==> src/timer_pkg.sv <==
package timer_pkg;

  // ~~~~~~~~~~~~~~~~~~~~~~~~~~~~~~~~~~~~~~~~~~~~~~~~~~~~~~~~~~~~~~~~~~~~~~~~~
  // Widths
  // ~~~~~~~~~~~~~~~~~~~~~~~~~~~~~~~~~~~~~~~~~~~~~~~~~~~~~~~~~~~~~~~~~~~~~~~~~
  localparam int CNT_W  = 8;
  localparam int ADDR_W = 2;

  // Register map
  localparam logic [ADDR_W-1:0] ADDR_LIMIT   = 2'd0;
  localparam logic [ADDR_W-1:0] ADDR_DIVISOR = 2'd1;
  localparam logic [ADDR_W-1:0] ADDR_WIDTH   = 2'd2;
  localparam logic [ADDR_W-1:0] ADDR_CTRL    = 2'd3;

  // CTRL bit positions, remaining bits read as zero
  localparam int CTRL_W        = 3;
  localparam int CTRL_EN_PULSE = 0;
  localparam int CTRL_EN_DIV   = 1;
  localparam int CTRL_EN_PWM   = 2;

  // Values after reset
  localparam logic [CNT_W-1:0] RST_LIMIT   = 8'd9;
  localparam logic [CNT_W-1:0] RST_DIVISOR = 8'd2;

  // ~~~~~~~~~~~~~~~~~~~~~~~~~~~~~~~~~~~~~~~~~~~~~~~~~~~~~~~~~~~~~~~~~~~~~~~~~
  // Configuration from the register block to the engines
  // ~~~~~~~~~~~~~~~~~~~~~~~~~~~~~~~~~~~~~~~~~~~~~~~~~~~~~~~~~~~~~~~~~~~~~~~~~
  typedef struct packed {
    logic [CNT_W-1:0] limit;
    logic [CNT_W-1:0] divisor;
    logic [CNT_W-1:0] width;
    logic             en_pulse;
    logic             en_div;
    logic             en_pwm;
    // One-cycle strobes
    logic             restart_pulse;
    logic             restart_div;
    logic             restart_pwm;
  } cfg_t;

endpackage

==> src/pulse_counter.sv <==
`timescale 1ns/100ps

module pulse_counter (
  input  logic            clk,
  input  logic            rst,
  input  timer_pkg::cfg_t cfg,
  output logic            tick
);
  import timer_pkg::*;

  logic [CNT_W-1:0] cnt;
  logic [CNT_W-1:0] cnt_next;

  // Count 0 .. limit then wrap
  always_comb begin
    if (!cfg.en_pulse || cfg.restart_pulse) begin
      cnt_next = '0;
    end else if (cnt >= cfg.limit) begin
      cnt_next = '0;
    end else begin
      cnt_next = cnt + 1'b1;
    end
  end

  // Tick tracks the count loaded at the same edge
  always_ff @(posedge clk) begin
    if (rst) begin
      cnt  <= '0;
      tick <= 1'b0;
    end else begin
      cnt  <= cnt_next;
      tick <= cfg.en_pulse && (cnt_next == cfg.limit);
    end
  end

  // Disabled with no restart pending
  a_tick_needs_en: assert property (
    @(posedge clk) disable iff (rst) (!cfg.en_pulse && !cfg.restart_pulse) |-> !tick
  ) else $error("tick while pulse counter disabled");

endmodule

==> src/pwm_gen.sv <==
`timescale 1ns/100ps

module pwm_gen #(
  parameter int PWM_PERIOD = 255
) (
  input  logic            clk,
  input  logic            rst,
  input  timer_pkg::cfg_t cfg,
  output logic            pwm
);
  import timer_pkg::*;

  localparam logic [CNT_W-1:0] LAST = CNT_W'(PWM_PERIOD - 1);

  logic [CNT_W-1:0] cnt;
  logic [CNT_W-1:0] cnt_next;

  // Free-running period counter
  always_comb begin
    if (!cfg.en_pwm || cfg.restart_pwm) begin
      cnt_next = '0;
    end else if (cnt == LAST) begin
      cnt_next = '0;
    end else begin
      cnt_next = cnt + 1'b1;
    end
  end

  // width 0 stays low, width >= period stays high
  always_ff @(posedge clk) begin
    if (rst) begin
      cnt <= '0;
      pwm <= 1'b0;
    end else begin
      cnt <= cnt_next;
      pwm <= cfg.en_pwm && (cnt_next < cfg.width);
    end
  end

  a_cnt_below_period: assert property (
    @(posedge clk) disable iff (rst) int'(cnt) < PWM_PERIOD
  ) else $error("pwm count reached period");

endmodule

==> src/square_divider.sv <==
`timescale 1ns/100ps

module square_divider (
  input  logic            clk,
  input  logic            rst,
  input  timer_pkg::cfg_t cfg,
  output logic            square
);
  import timer_pkg::*;

  logic [CNT_W-1:0] cnt;
  logic [CNT_W-1:0] cnt_next;
  logic [CNT_W-1:0] half;
  logic             div_ok;

  assign half   = cfg.divisor >> 1;
  assign div_ok = cfg.divisor >= 8'd2;

  always_comb begin
    if (!cfg.en_div || cfg.restart_div) begin
      cnt_next = '0;
    end else if (!div_ok) begin
      // Divisor 0 or 1 freezes the count
      cnt_next = cnt;
    end else if (cnt >= cfg.divisor - 1'b1) begin
      cnt_next = '0;
    end else begin
      cnt_next = cnt + 1'b1;
    end
  end

  // Upper half of the period is high
  always_ff @(posedge clk) begin
    if (rst) begin
      cnt    <= '0;
      square <= 1'b0;
    end else begin
      cnt    <= cnt_next;
      square <= cfg.en_div && div_ok && (cnt_next >= half);
    end
  end

  a_cnt_in_range: assert property (
    @(posedge clk) disable iff (rst)
      (div_ok && !cfg.restart_div) |-> (cnt < cfg.divisor)
  ) else $error("divider count out of range");

endmodule

==> src/timer_regs.sv <==
`timescale 1ns/100ps

module timer_regs (
  input  logic                         clk,
  input  logic                         rst,
  input  logic                         wr_en,
  input  logic [timer_pkg::ADDR_W-1:0] wr_addr,
  input  logic [timer_pkg::CNT_W-1:0]  wr_data,
  input  logic [timer_pkg::ADDR_W-1:0] rd_addr,
  output logic [timer_pkg::CNT_W-1:0]  rd_data,
  output timer_pkg::cfg_t              cfg
);
  import timer_pkg::*;

  logic [CNT_W-1:0]  limit_q;
  logic [CNT_W-1:0]  divisor_q;
  logic [CNT_W-1:0]  width_q;
  logic [CTRL_W-1:0] ctrl_q;
  logic              wr_ctrl;
  logic [CTRL_W-1:0] en_flip;
  logic              restart_pulse_q;
  logic              restart_div_q;
  logic              restart_pwm_q;

  // Enable bits that a CTRL write is about to change
  assign wr_ctrl = wr_en && (wr_addr == ADDR_CTRL);
  assign en_flip = wr_ctrl ? (wr_data[CTRL_W-1:0] ^ ctrl_q) : '0;

  always_ff @(posedge clk) begin
    if (rst) begin
      limit_q         <= RST_LIMIT;
      divisor_q       <= RST_DIVISOR;
      width_q         <= '0;
      ctrl_q          <= '0;
      restart_pulse_q <= 1'b0;
      restart_div_q   <= 1'b0;
      restart_pwm_q   <= 1'b0;
    end else begin
      if (wr_en && (wr_addr == ADDR_LIMIT)) limit_q <= wr_data;
      if (wr_en && (wr_addr == ADDR_DIVISOR)) divisor_q <= wr_data;
      if (wr_en && (wr_addr == ADDR_WIDTH)) width_q <= wr_data;
      if (wr_ctrl) ctrl_q <= wr_data[CTRL_W-1:0];
      restart_pulse_q <= (wr_en && (wr_addr == ADDR_LIMIT)) || en_flip[CTRL_EN_PULSE];
      restart_div_q   <= (wr_en && (wr_addr == ADDR_DIVISOR)) || en_flip[CTRL_EN_DIV];
      restart_pwm_q   <= (wr_en && (wr_addr == ADDR_WIDTH)) || en_flip[CTRL_EN_PWM];
    end
  end

  always_comb begin
    cfg.limit         = limit_q;
    cfg.divisor       = divisor_q;
    cfg.width         = width_q;
    cfg.en_pulse      = ctrl_q[CTRL_EN_PULSE];
    cfg.en_div        = ctrl_q[CTRL_EN_DIV];
    cfg.en_pwm        = ctrl_q[CTRL_EN_PWM];
    cfg.restart_pulse = restart_pulse_q;
    cfg.restart_div   = restart_div_q;
    cfg.restart_pwm   = restart_pwm_q;
  end

  // Read-back
  always_comb begin
    case (rd_addr)
      ADDR_LIMIT:   rd_data = limit_q;
      ADDR_DIVISOR: rd_data = divisor_q;
      ADDR_WIDTH:   rd_data = width_q;
      default:      rd_data = {{(CNT_W-CTRL_W){1'b0}}, ctrl_q};
    endcase
  end

  // Strobes stay quiet once reset has been seen
  a_no_restart_in_rst: assert property (
    @(posedge clk) rst |=> !(cfg.restart_pulse || cfg.restart_div || cfg.restart_pwm)
  ) else $error("restart strobe raised during reset");

endmodule

==> src/timer_top.sv <==
`timescale 1ns/100ps

module timer_top #(
  parameter int PWM_PERIOD = 255
) (
  input  logic                         clk,
  input  logic                         rst,
  input  logic                         wr_en,
  input  logic [timer_pkg::ADDR_W-1:0] wr_addr,
  input  logic [timer_pkg::CNT_W-1:0]  wr_data,
  input  logic [timer_pkg::ADDR_W-1:0] rd_addr,
  output logic [timer_pkg::CNT_W-1:0]  rd_data,
  output logic                         tick,
  output logic                         square,
  output logic                         pwm
);
  import timer_pkg::*;

  cfg_t cfg;

  // ~~~~~~~~~~~~~~~~~~~~~~~~~~~~~~~~~~~~~~~~~~~~~~~~~~~~~~~~~~~~~~~~~~~~~~~~~
  // Register block
  // ~~~~~~~~~~~~~~~~~~~~~~~~~~~~~~~~~~~~~~~~~~~~~~~~~~~~~~~~~~~~~~~~~~~~~~~~~
  timer_regs regs_i (
    .clk     (clk),
    .rst     (rst),
    .wr_en   (wr_en),
    .wr_addr (wr_addr),
    .wr_data (wr_data),
    .rd_addr (rd_addr),
    .rd_data (rd_data),
    .cfg     (cfg)
  );

  // ~~~~~~~~~~~~~~~~~~~~~~~~~~~~~~~~~~~~~~~~~~~~~~~~~~~~~~~~~~~~~~~~~~~~~~~~~
  // Engines
  // ~~~~~~~~~~~~~~~~~~~~~~~~~~~~~~~~~~~~~~~~~~~~~~~~~~~~~~~~~~~~~~~~~~~~~~~~~
  pulse_counter pulse_i (
    .clk  (clk),
    .rst  (rst),
    .cfg  (cfg),
    .tick (tick)
  );

  square_divider div_i (
    .clk    (clk),
    .rst    (rst),
    .cfg    (cfg),
    .square (square)
  );

  pwm_gen #(
    .PWM_PERIOD (PWM_PERIOD)
  ) pwm_i (
    .clk (clk),
    .rst (rst),
    .cfg (cfg),
    .pwm (pwm)
  );

endmodule

==> config.mk <==
export PLATFORM = sky130hd
export DESIGN_NAME = timer_top
export DESIGN_NICKNAME = d
export VERILOG_FILES = /design/src/timer_pkg.sv /design/src/pulse_counter.sv /design/src/pwm_gen.sv /design/src/square_divider.sv /design/src/timer_regs.sv /design/src/timer_top.sv
export SDC_FILE = /design/constraint.sdc
export NUM_CORES = 1
export LEC_CHECK = 0
export BUFFER_PORTS_ARGS = -buffer_cell sky130_fd_sc_hd__buf_2
export CAP_MARGIN = 20
export CORE_ASPECT_RATIO = 1.75
export CORE_MARGIN = 2
export CORE_UTILIZATION = 45
export CTS_BUF_LIST = sky130_fd_sc_hd__clkbuf_8
export CTS_CLUSTER_DIAMETER = 150
export DETAILED_ROUTE_END_ITERATION = 7
export HOLD_SLACK_MARGIN = 0.05
export PLACE_DENSITY = 0.63
export SETUP_SLACK_MARGIN = 0.02
export SYNTH_ARGS = -nofsm -noshare
export SYNTH_HDL_FRONTEND = slang
export SYNTH_SLANG_ARGS = --single-unit
==> constraint.sdc <==
create_clock -name clk -period 7.3 [get_ports clk]
set_input_delay 1.095 -clock clk [delete_from_list [all_inputs] [get_ports clk]]
set_output_delay 1.095 -clock clk [all_outputs]
set_load 0.01 [all_outputs]
* Word level (Yosys, flattened, before mapping)
Cells that the tools add are included.
Storage, ports and cells: output and inout port bits 11, logic and storage cells 58, register bits 57, input port bits 15
Cells by class: mux-type cells 9, add/subtract/negate cells 4, equal/unequal tests 7, bitwise gates (word level) 1, magnitude comparators 5, reduce and logical (&&, ||, !) cells 19
Operator list (count):
- $mux 8 | 7
- $add 8x1->8 const B | 3
- $pmux 8 s3 | 1
- $ge 8x8->1 | 2
- $eq 8x8->1 | 1
- $eq 8x8->1 const B | 1
- $ge 8x2->1 const B | 1
- $ge 8x7->1 | 1
- $logic_and 1x1->1 | 8
- $lt 8x8->1 | 1
- $sub 8x1->8 const B | 1
- $eq 2x2->1 const B | 3
- $logic_or 1x1->1 | 6
- $eq 2x1->1 const B | 2
- $logic_not 2->1 | 2
- $logic_not 1->1 | 3
- $mux 3 | 1
- $xor 3x3->3 | 1

* Logic depth before layout (Yosys ltp)
Gate-level depths: netlist of run 1.
word-level depth 7, gate-level depth with buffers 17, gate-level depth less buffers 16

* Cells and area by module
From an unflattened synthesis of run 1, not the netlist that was laid out.
Unflattened totals: cells, all modules 430, area total of the unflattened synthesis 3936.3 um^2
Modules (own cells, without submodules):
- timer_regs | cells an instance 139, seq. area each 600.6 um^2, instances 1, area each 1478.9 um^2
- square_divider | cells an instance 122, seq. area each 180.2 um^2, instances 1, area each 1009.7 um^2
- pulse_counter | cells an instance 97, seq. area each 180.2 um^2, instances 1, area each 832.0 um^2
- pwm_gen | cells an instance 72, seq. area each 180.2 um^2, instances 1, area each 615.6 um^2

* Worst setup path after synthesis of run 1
OpenSTA, ideal clock, no wires.
path kind flip-flop to flip-flop, from register regs_i.divisor_q[1], to register div_i.square, cell stages (with the launch flop) 18, slack 4330 ps, path buffers 1, arrival time 2851 ps, period minus slack after synthesis 2970 ps, path through dfxtp_1 -> inv_1 -> ha_1 -> and3_1 -> xnor2_1 -> ha_1 -> nand2_1 -> nor3_1 -> a21oi_2 -> nor2_2 -> buf_6 -> nor2_1 -> ha_1 -> a21o_1 -> a31oi_1 -> o21ai_0 -> a21oi_1 -> a21oi_1
Between the ends: word-level cells in the longest chain between the ends 7, elaborated cells on any way between the ends 9, classes of those cells add/sub (1); order compare (3); mux (3); reduce/logical (2)
RTL lines:
- start: declaration | line timer_regs.sv:16 | logic [CNT_W-1:0] divisor_q;
- start signal: assignment | line timer_regs.sv:40 | if (wr_en && (wr_addr == ADDR_DIVISOR)) divisor_q <= wr_data;
- $sub 8x1->8 | line square_divider.sv:25 | end else if (cnt >= cfg.divisor - 1'b1) begin
- $ge 8x8->1 | line square_divider.sv:25
- $mux 8 | line square_divider.sv:25
- $mux 8 (*) | line square_divider.sv:22 | end else if (!div_ok) begin
- $mux 8 (*) | line square_divider.sv:20 | if (!cfg.en_div || cfg.restart_div) begin
- named net div_i.cnt_next[5] | line square_divider.sv:12 | logic [CNT_W-1:0] cnt_next;
- $ge 8x7->1 (*) | line square_divider.sv:39 | square <= cfg.en_div && div_ok && (cnt_next >= half);
- $logic_and 1x1->1 (*) | line square_divider.sv:39
- end signal: assignment | line square_divider.sv:39
- end: declaration | line square_divider.sv:7 | output logic square
The timed path passes the listed nets; every way through them passes the cells marked *. A chain may end at the register's enable or synchronous reset.

* Final worst setup path of run 1
Same ends and word-level chain as after synthesis.

==> results by group, run 1 <==
Power and ir drop
  – Psw: 182 uW
  – Max VDD drop: 0.142 mV
  – Sequential Power Share: 0.443
  – Clock network fraction of total power: 0.452
  – Comb pwr share: 0.105
  – LEAKAGE: 0.00164 uW
  – Internal: 553 uW
  – Switching Share: 0.247
  – PD cells: 186 nW/um^2
  – Power after layout: 735 uW

Yosys
  – Main area contributors after synthesis: dfxtp_1 32%, ha_1 13%, nor2_1 5.4%, mux2i_1 4.8%, xnor2_1 3.7%
  – EDFF count, synth: 0
  – Ys async rst share: 0
  – Yosys warnings: 0
  – Top-area cell type share of the netlist area: 0.320
  – Main synth FF type: dfxtp_1
  – Register area share after synthesis: 0.320
  – Library cells used by synthesis: 55
  – Cells after Synth: 411
  – Synth top cells by count: 57 x dfxtp_1, 51 x nor2_1, 36 x ha_1
  – Synth Cell Area: 3570 um^2
  – Largest area contributor in the netlist: dfxtp_1
  – Synthesized flop and latch total: 57
  – Most common cell in the netlist: dfxtp_1
  – Syn Nets: 462
  – Mapped Avg Cell Area: 8.69 um^2

Run status
  – Status: finished clean

STA
  – Final critical-path share of the clock period: 0.459
  – RSZ-0062 raised after global routing: no
  – Final WS setup: 3950 ps
  – Slew @ Worst Pin: 917 ps
  – Max Clk Rate: 298 MHz
  – Minimum clock period: 3350 ps
  – Fin. max-slew vios: 0
  – Setup_tns: 0 ps
  – Final Setup Violations: 0
  – Slew headroom: 0.389
  – Layout Skew: 8.44 ps
  – Final Hold Fails: 0

Hold path
  – Hold path start: regs_i.divisor_q[7]
  – Worst hold path depth: 2
  – Min-Delay Path Class: reg -> reg
  – Worst Hold Endpoint: regs_i.divisor_q[7]

Detailed routing
  – Post-DRT Antenna Nets: 0
  – Vias: 2,939
  – Routed length per placed instance: 16.4 um
  – DR vias/cell: 5.58
  – Iter 0 DRT Violations: 121
  – Drc violations: 0
  – Post-Route WL: 8640 um
  – Drt pass-1 iters: 4

Global routing
  – Gr ovfl total: 0
  – Initial antenna violation count: 0
  – Pin count of the biggest net entering global routing: 49
  – Vias in the first global route: 2,882
  – Total GRT Usage: 0.213
  – First-pass GRT wire length: 14,000 um

Worst setup path
  – Worst reg2reg path depth: 16
  – Critical Path Start Type: register
  – CP arrival: 3600 ps
  – CP Max Fanout: 14
  – Reg2Reg Setup Slack: 3950 ps
  – Reg2reg start: regs_i.divisor_q[1]
  – Reg-to-Reg End: div_i.square
  – Critical setup path kind: reg -> reg
  – Crit. End Element: register
  – Required time of the critical path: 7550 ps

Floorplan
  – Die H: 122 um
  – Core box area: 7800 um^2
  – Io pins: 26
  – Core Rows: 43
  – Die width: 71.3 um
  – DIE AREA: 8690 um^2
  – Starting Density: 0.458

Clock network
  – Hold bufs inserted after CTS: 0
  – Root buffer cell: clkbuf_8
  – CTS tree: built
  – Clk sinks: 57
  – Setup bufs post-CTS: 0
  – Longest Clk Path Bufs: 2
  – CTS buffer count: 9
  – Worst-Skew Late Latency: 360 ps
  – CTS clk-pin slew, worst paths: 60 ps
  – Post-CTS sizing: 0
  – CTS H-tree depth: 3

Placed design
  – I/O Buffers: 25
  – GPL Wtd Cong: 0.888
  – Setup WS pre-CTS: 3950 ps
  – Dpl hpwl: 6770 um

Final layout
  – Fillers: 734
  – Finished Core Util: 0.507
  – Ant diodes: 0
  – Layout cells sized above 1: 0.140
  – Final Net Count: 483
  – Layout area overhead: 10.8%
  – Register area: 1140 um^2
  – Area occupied by multi-input gates: 2250 um^2

Flow run
  – Max-Cap Viols: 0
==> stage by stage <==
step | hold WS, ps | cells | instance area, um^2
2_1_floorplan | 449 | 411 | 3570
3_3_place_gp | 471 | 511 | 3730
3_5_place_dp | 473 | 511 | 3730
4_1_cts | 481 | 527 | 3960
5_1_grt | 516 | 527 | 3960
6_report | 486 | 527 | 3960
==> metal layers <==
layer	share of wire	GRT usage
met4	0.037	0.121
met3	0.026	0.0471
met5	0	0
met1	0.37	0.207
met2	0.57	0.401
==> placed cells by master (no fill, tap or decap), drive strengths merged, types with 5 or more instances in the layout <==
cell type  count
a21oi         24
and3           5
buf           25
clkbuf        14
dfxtp         57
ha            36
inv           29
mux2i         17
nand2         32
nand2b         7
nand3         18
nand4          8
nor2          53
nor3          19
o21ai         15
xnor2         15
xor2          15
==> power groups by stage <==
stage | sequential [uW] | clock (uW) | combinational, uW
2_1_floorplan | 329 | 0 | 58.1
3_3_place_gp | 332 | 0 | 75.8
3_5_place_dp | 332 | 0 | 77.5
4_1_cts | 325 | 340 | 78.0
5_1_grt | 326 | 354 | 86.0
6_report | 325 | 332 | 77.5
==> worst max-delay path: stages (launching register included) <==
cell and delay, ps:
dfxtp_1 450, inv_1 70, ha_1 220, and3_1 200, xnor2_1 120, ha_1 280, nand2_1 40, nor3_1 220
a21oi_2 110, nor2_2 460, nor2_1 120, ha_1 330, a21o_1 180, a31oi_1 120, o21ai_0 100, a21oi_1 150
a21oi_1 70
==> kinds of logic (layout without fill, tap and decap cells) <==
logic type,count (synthesis),in the layout,synth area share
simple gates,162,162,0.237
compound gates,63,63,0.124
flops,57,57,0.320
buf+inv,43,69,0.0512
fa+ha+maj,36,36,0.126
xor+xnor,30,30,0.0757
mux,20,20,0.0666
==> state kept, by name, indices dropped and copies added, names as in the netlist, 3 cells and up <==
signal            cells
pwm_i.cnt             8
regs_i.width_q        8
regs_i.limit_q        8
regs_i.divisor_q      8
pulse_i.cnt           8
regs_i.ctrl_q         3
div_i.cnt             8
==> how the worst max path moves through the flow <==
stage                              startpoint           end  slack, ps
after floorplan           regs_i.divisor_q[1]  div_i.square       4330
after global placement    regs_i.divisor_q[1]  div_i.square       4050
after detailed placement  regs_i.divisor_q[1]  div_i.square       3950
after CTS                 regs_i.divisor_q[1]  div_i.square       3950
after global routing      regs_i.divisor_q[1]  div_i.square       3600
final                     regs_i.divisor_q[1]  div_i.square       3950
==> cell type report <==
cell class                      instances  area share
Clock buffer                           14      0.0487
Timing Repair Buffer                   25      0.0316
Sequential cell                        57       0.288
Tap cell                               90      0.0285
Inverter                               28      0.0266
Clock inverter                          2     0.00854
Multi-Input combinational cell        311       0.568
Note: power is estimated with default switching activity, not from simulation.
==> run 2, diff against run 1 <==
--- a/config.mk
+++ b/config.mk
@@ -14,7 +14,7 @@
 export CTS_CLUSTER_DIAMETER = 150
 export DETAILED_ROUTE_END_ITERATION = 7
 export HOLD_SLACK_MARGIN = 0.05
-export PLACE_DENSITY = 0.63
+export PLACE_DENSITY = 0.66
 export SETUP_SLACK_MARGIN = 0.02
 export SYNTH_ARGS = -nofsm -noshare
 export SYNTH_HDL_FRONTEND = slang
==> constraint.sdc (replaced) <==
create_clock -name clk -period 2.7 [get_ports clk]
set_input_delay 0.405 -clock clk [delete_from_list [all_inputs] [get_ports clk]]
set_output_delay 0.405 -clock clk [all_outputs]
set_load 0.01 [all_outputs]
==> results by group, run 2 (synthesis gave the netlist of run 1 again) <==
Run status
  – Status: finished, violations left
  – Failing checks: setup timing

Floorplan
  – Io pins: 26 (unchanged)
  – Core box area: 7800 um^2 (unchanged)
  – Starting Density: 0.458 (unchanged)
  – Die width: 71.3 um (unchanged)
  – Die H: 122 um (unchanged)
  – Core Rows: 43 (unchanged)
  – DIE AREA: 8690 um^2 (unchanged)

STA
  – RSZ-0062 raised after global routing: yes
  – Max Clk Rate: 343 MHz (+15%)
  – Final critical-path share of the clock period: 1.08 (+0.621)
  – Setup_tns: -216 ps (-216 ps)
  – Minimum clock period: 2920 ps (-435 ps)
  – Worst hold margin: 323 ps (-162 ps)
  – Final Setup Violations: 1 (+1)
  – Slew @ Worst Pin: 599 ps (-318 ps)
  – Final WS setup: -216 ps (-4160 ps)
  – Final Hold Fails: 0 (unchanged)
  – Layout Skew: 6.32 ps (-2.12 ps)
  – Fin. max-slew vios: 0 (unchanged)
  – Slew headroom: 0.600 (+0.211)

Worst setup path
  – CP arrival: 3160 ps (-440 ps)
  – Critical Path Start Type: register
  – Reg2reg start: regs_i.divisor_q[0]
  – Critical setup path kind: reg -> reg
  – Worst reg2reg path depth: 14 (-2)
  – CP Max Fanout: 3 (-11)
  – Required time of the critical path: 2940 ps (-4610 ps)
  – Reg2Reg Setup Slack: -220 ps (-4160 ps)
  – Reg-to-Reg End: div_i.square
  – Crit. End Element: register

Final layout
  – Layout cells sized above 1: 0.224 (+0.0841)
  – Final instance area: 4250 um^2 (+7.4%)
  – Final Net Count: 511 (+5.8%)
  – Most frequent cells in the layout: 53 x dfxtp_1, 50 x nor2_1, 34 x ha_1, 31 x nand2_1, 29 x inv_1
  – Fillers: 710 (-3.3%)
  – Commonest non-fill, non-tap cell in the layout: dfxtp_1
  – Layout area overhead: 19.0%
  – Ant diodes: 0 (unchanged)

Clock network
  – Worst-Skew Late Latency: 350 ps (about the same)
  – CTS buffer count: 9 (unchanged)
  – CTS clk-pin slew, worst paths: 60 ps (about the same)
  – Clk sinks: 57 (unchanged)
  – CTS tree: built
  – Hold bufs inserted after CTS: 0 (unchanged)
  – Longest Clk Path Bufs: 2 (unchanged)
  – CTS H-tree depth: 3 (unchanged)
  – Root buffer cell: clkbuf_8

Detailed routing
  – Drc violations: 0 (unchanged)
  – Iter 0 DRT Violations: 137 (+13%)
  – Vias: 3,009 (+2.4%)
  – Post-DRT Antenna Nets: 0 (unchanged)
  – Post-Route WL: 8770 um (+1.6%)
  – Routed length per placed instance: 15.8 um (-3.6%)
  – Drt pass-1 iters: 4 (unchanged)
  – DR vias/cell: 5.42 (-2.8%)

Global routing
  – First-pass GRT wire length: 14,400 um (+2.4%)
  – Gr ovfl total: 0 (unchanged)
  – Pin count of the biggest net entering global routing: 32 (-35%)
  – Initial antenna violation count: 0 (unchanged)
  – Total GRT Usage: 0.221 (+0.00756)
  – Vias in the first global route: 2,969 (+3.0%)

Hold path
  – Min-Delay Path Class: in -> reg
  – Worst hold path depth: 3 (+1)
  – Hold path start: wr_data[5]
  – Worst Hold Endpoint: regs_i.divisor_q[5]

Power and ir drop
  – LEAKAGE: 0.00179 uW (+9.1%)
  – Max VDD drop: 0.280 mV (+97%)
  – PD cells: 461 nW/um^2 (+150%)
  – Internal: 1460 uW (+160%)
  – Switching Share: 0.253 (+0.00550)
  – Clock network fraction of total power: 0.425 (-0.027)
  – Power after layout: 1960 uW (+170%)
  – Psw: 496 uW (+170%)
  – Comb pwr share: 0.127 (+0.022)
  – Sequential Power Share: 0.448 (+0.005)

Placed design
  – GPL Wtd Cong: 0.866 (-2.5%)
  – I/O Buffers: 25 (unchanged)
  – Cell area after placement: 3960 um^2 (+6.1%)
  – Dpl hpwl: 6930 um (+2.4%)

Flow run
  – Max-Cap Viols: 0 (unchanged)
## run 2: changes by cell type in the layout (fill, tap and decap cells not counted), moves of 2 or more
cell,previous run,this run
buf_4,0,26
nor3_4,1,3
dfxtp_1,57,53
o21ai_0,13,10
dfxtp_2,0,3
o21ai_2,0,2
ha_1,36,34
nor3_1,13,11
clkbuf_8,14,12
## run 2: per-stage QoR
step	worst slack, ps	cells	utilization
2_1_floorplan	-109	411	-
3_3_place_gp	-121	536	0.508
3_5_place_dp	-216	536	0.508
4_1_cts	-180	553	0.540
5_1_grt	-386	555	0.545
6_report	-216	555	0.545
## run 2: layout make-up
type,count,area (um^2),share of cell area
multi-input combinational,311,2320,0.547
sequential,57,1150,0.270
timing repair buffer,53,352,0.0827
clock buffer,12,165,0.0389
tap,90,113,0.0265
inverter,28,105,0.0247
clock inverter,4,42.5,0.0100
## run 2: worst max-delay path by stage
stage                         to                 from  cells past startpoint  slack (ps)
floorplan           div_i.square  regs_i.divisor_q[2]                     17        -110
global placement    div_i.square  regs_i.divisor_q[1]                     16        -120
detailed placement  div_i.square  regs_i.divisor_q[1]                     16        -220
CTS                 div_i.square  regs_i.divisor_q[1]                     15        -180
global route        div_i.square  regs_i.divisor_q[1]                     16        -390
finish              div_i.square  regs_i.divisor_q[0]                     14        -220
## run 2: timing repair
action | CTS | global route
endpoints found under the setup margin | 1 | 1
gates resized for setup | 7 | 5
pin swaps | 7 | 2
setup buffers | 1 | 2
## run 2: worst max-delay path: stages (launching register included)
cell,delay [ps]
dfxtp_2,370
inv_2,60
ha_2,280
ha_1,270
a21o_1,160
a211o_1,340
a21oi_4,210
o21ai_2,80
ha_1,280
nand2b_1,150
a21o_1,180
a21oi_2,130
o21ai_1,90
a21oi_1,140
a21oi_1,80
## run 2: metal layers
metal / global-route usage / vias up / wire, um
li1: - / 1519 / -
met1: 0.217 / 1418 / 3280
met2: 0.411 / 46 / 4910
met3: 0.0529 / 26 / 235
met4: 0.121 / 0 / 351
met5: 0 / - / 0
## run 2: power groups by stage
stage          clock [uW]  sequential [uW]  combinational, uW
3_3_place_gp            0              895                232
5_1_grt               892              879                276
2_1_floorplan           0              890                160
6_report              834              878                249
4_1_cts               861              877                245
3_5_place_dp            0              896                238
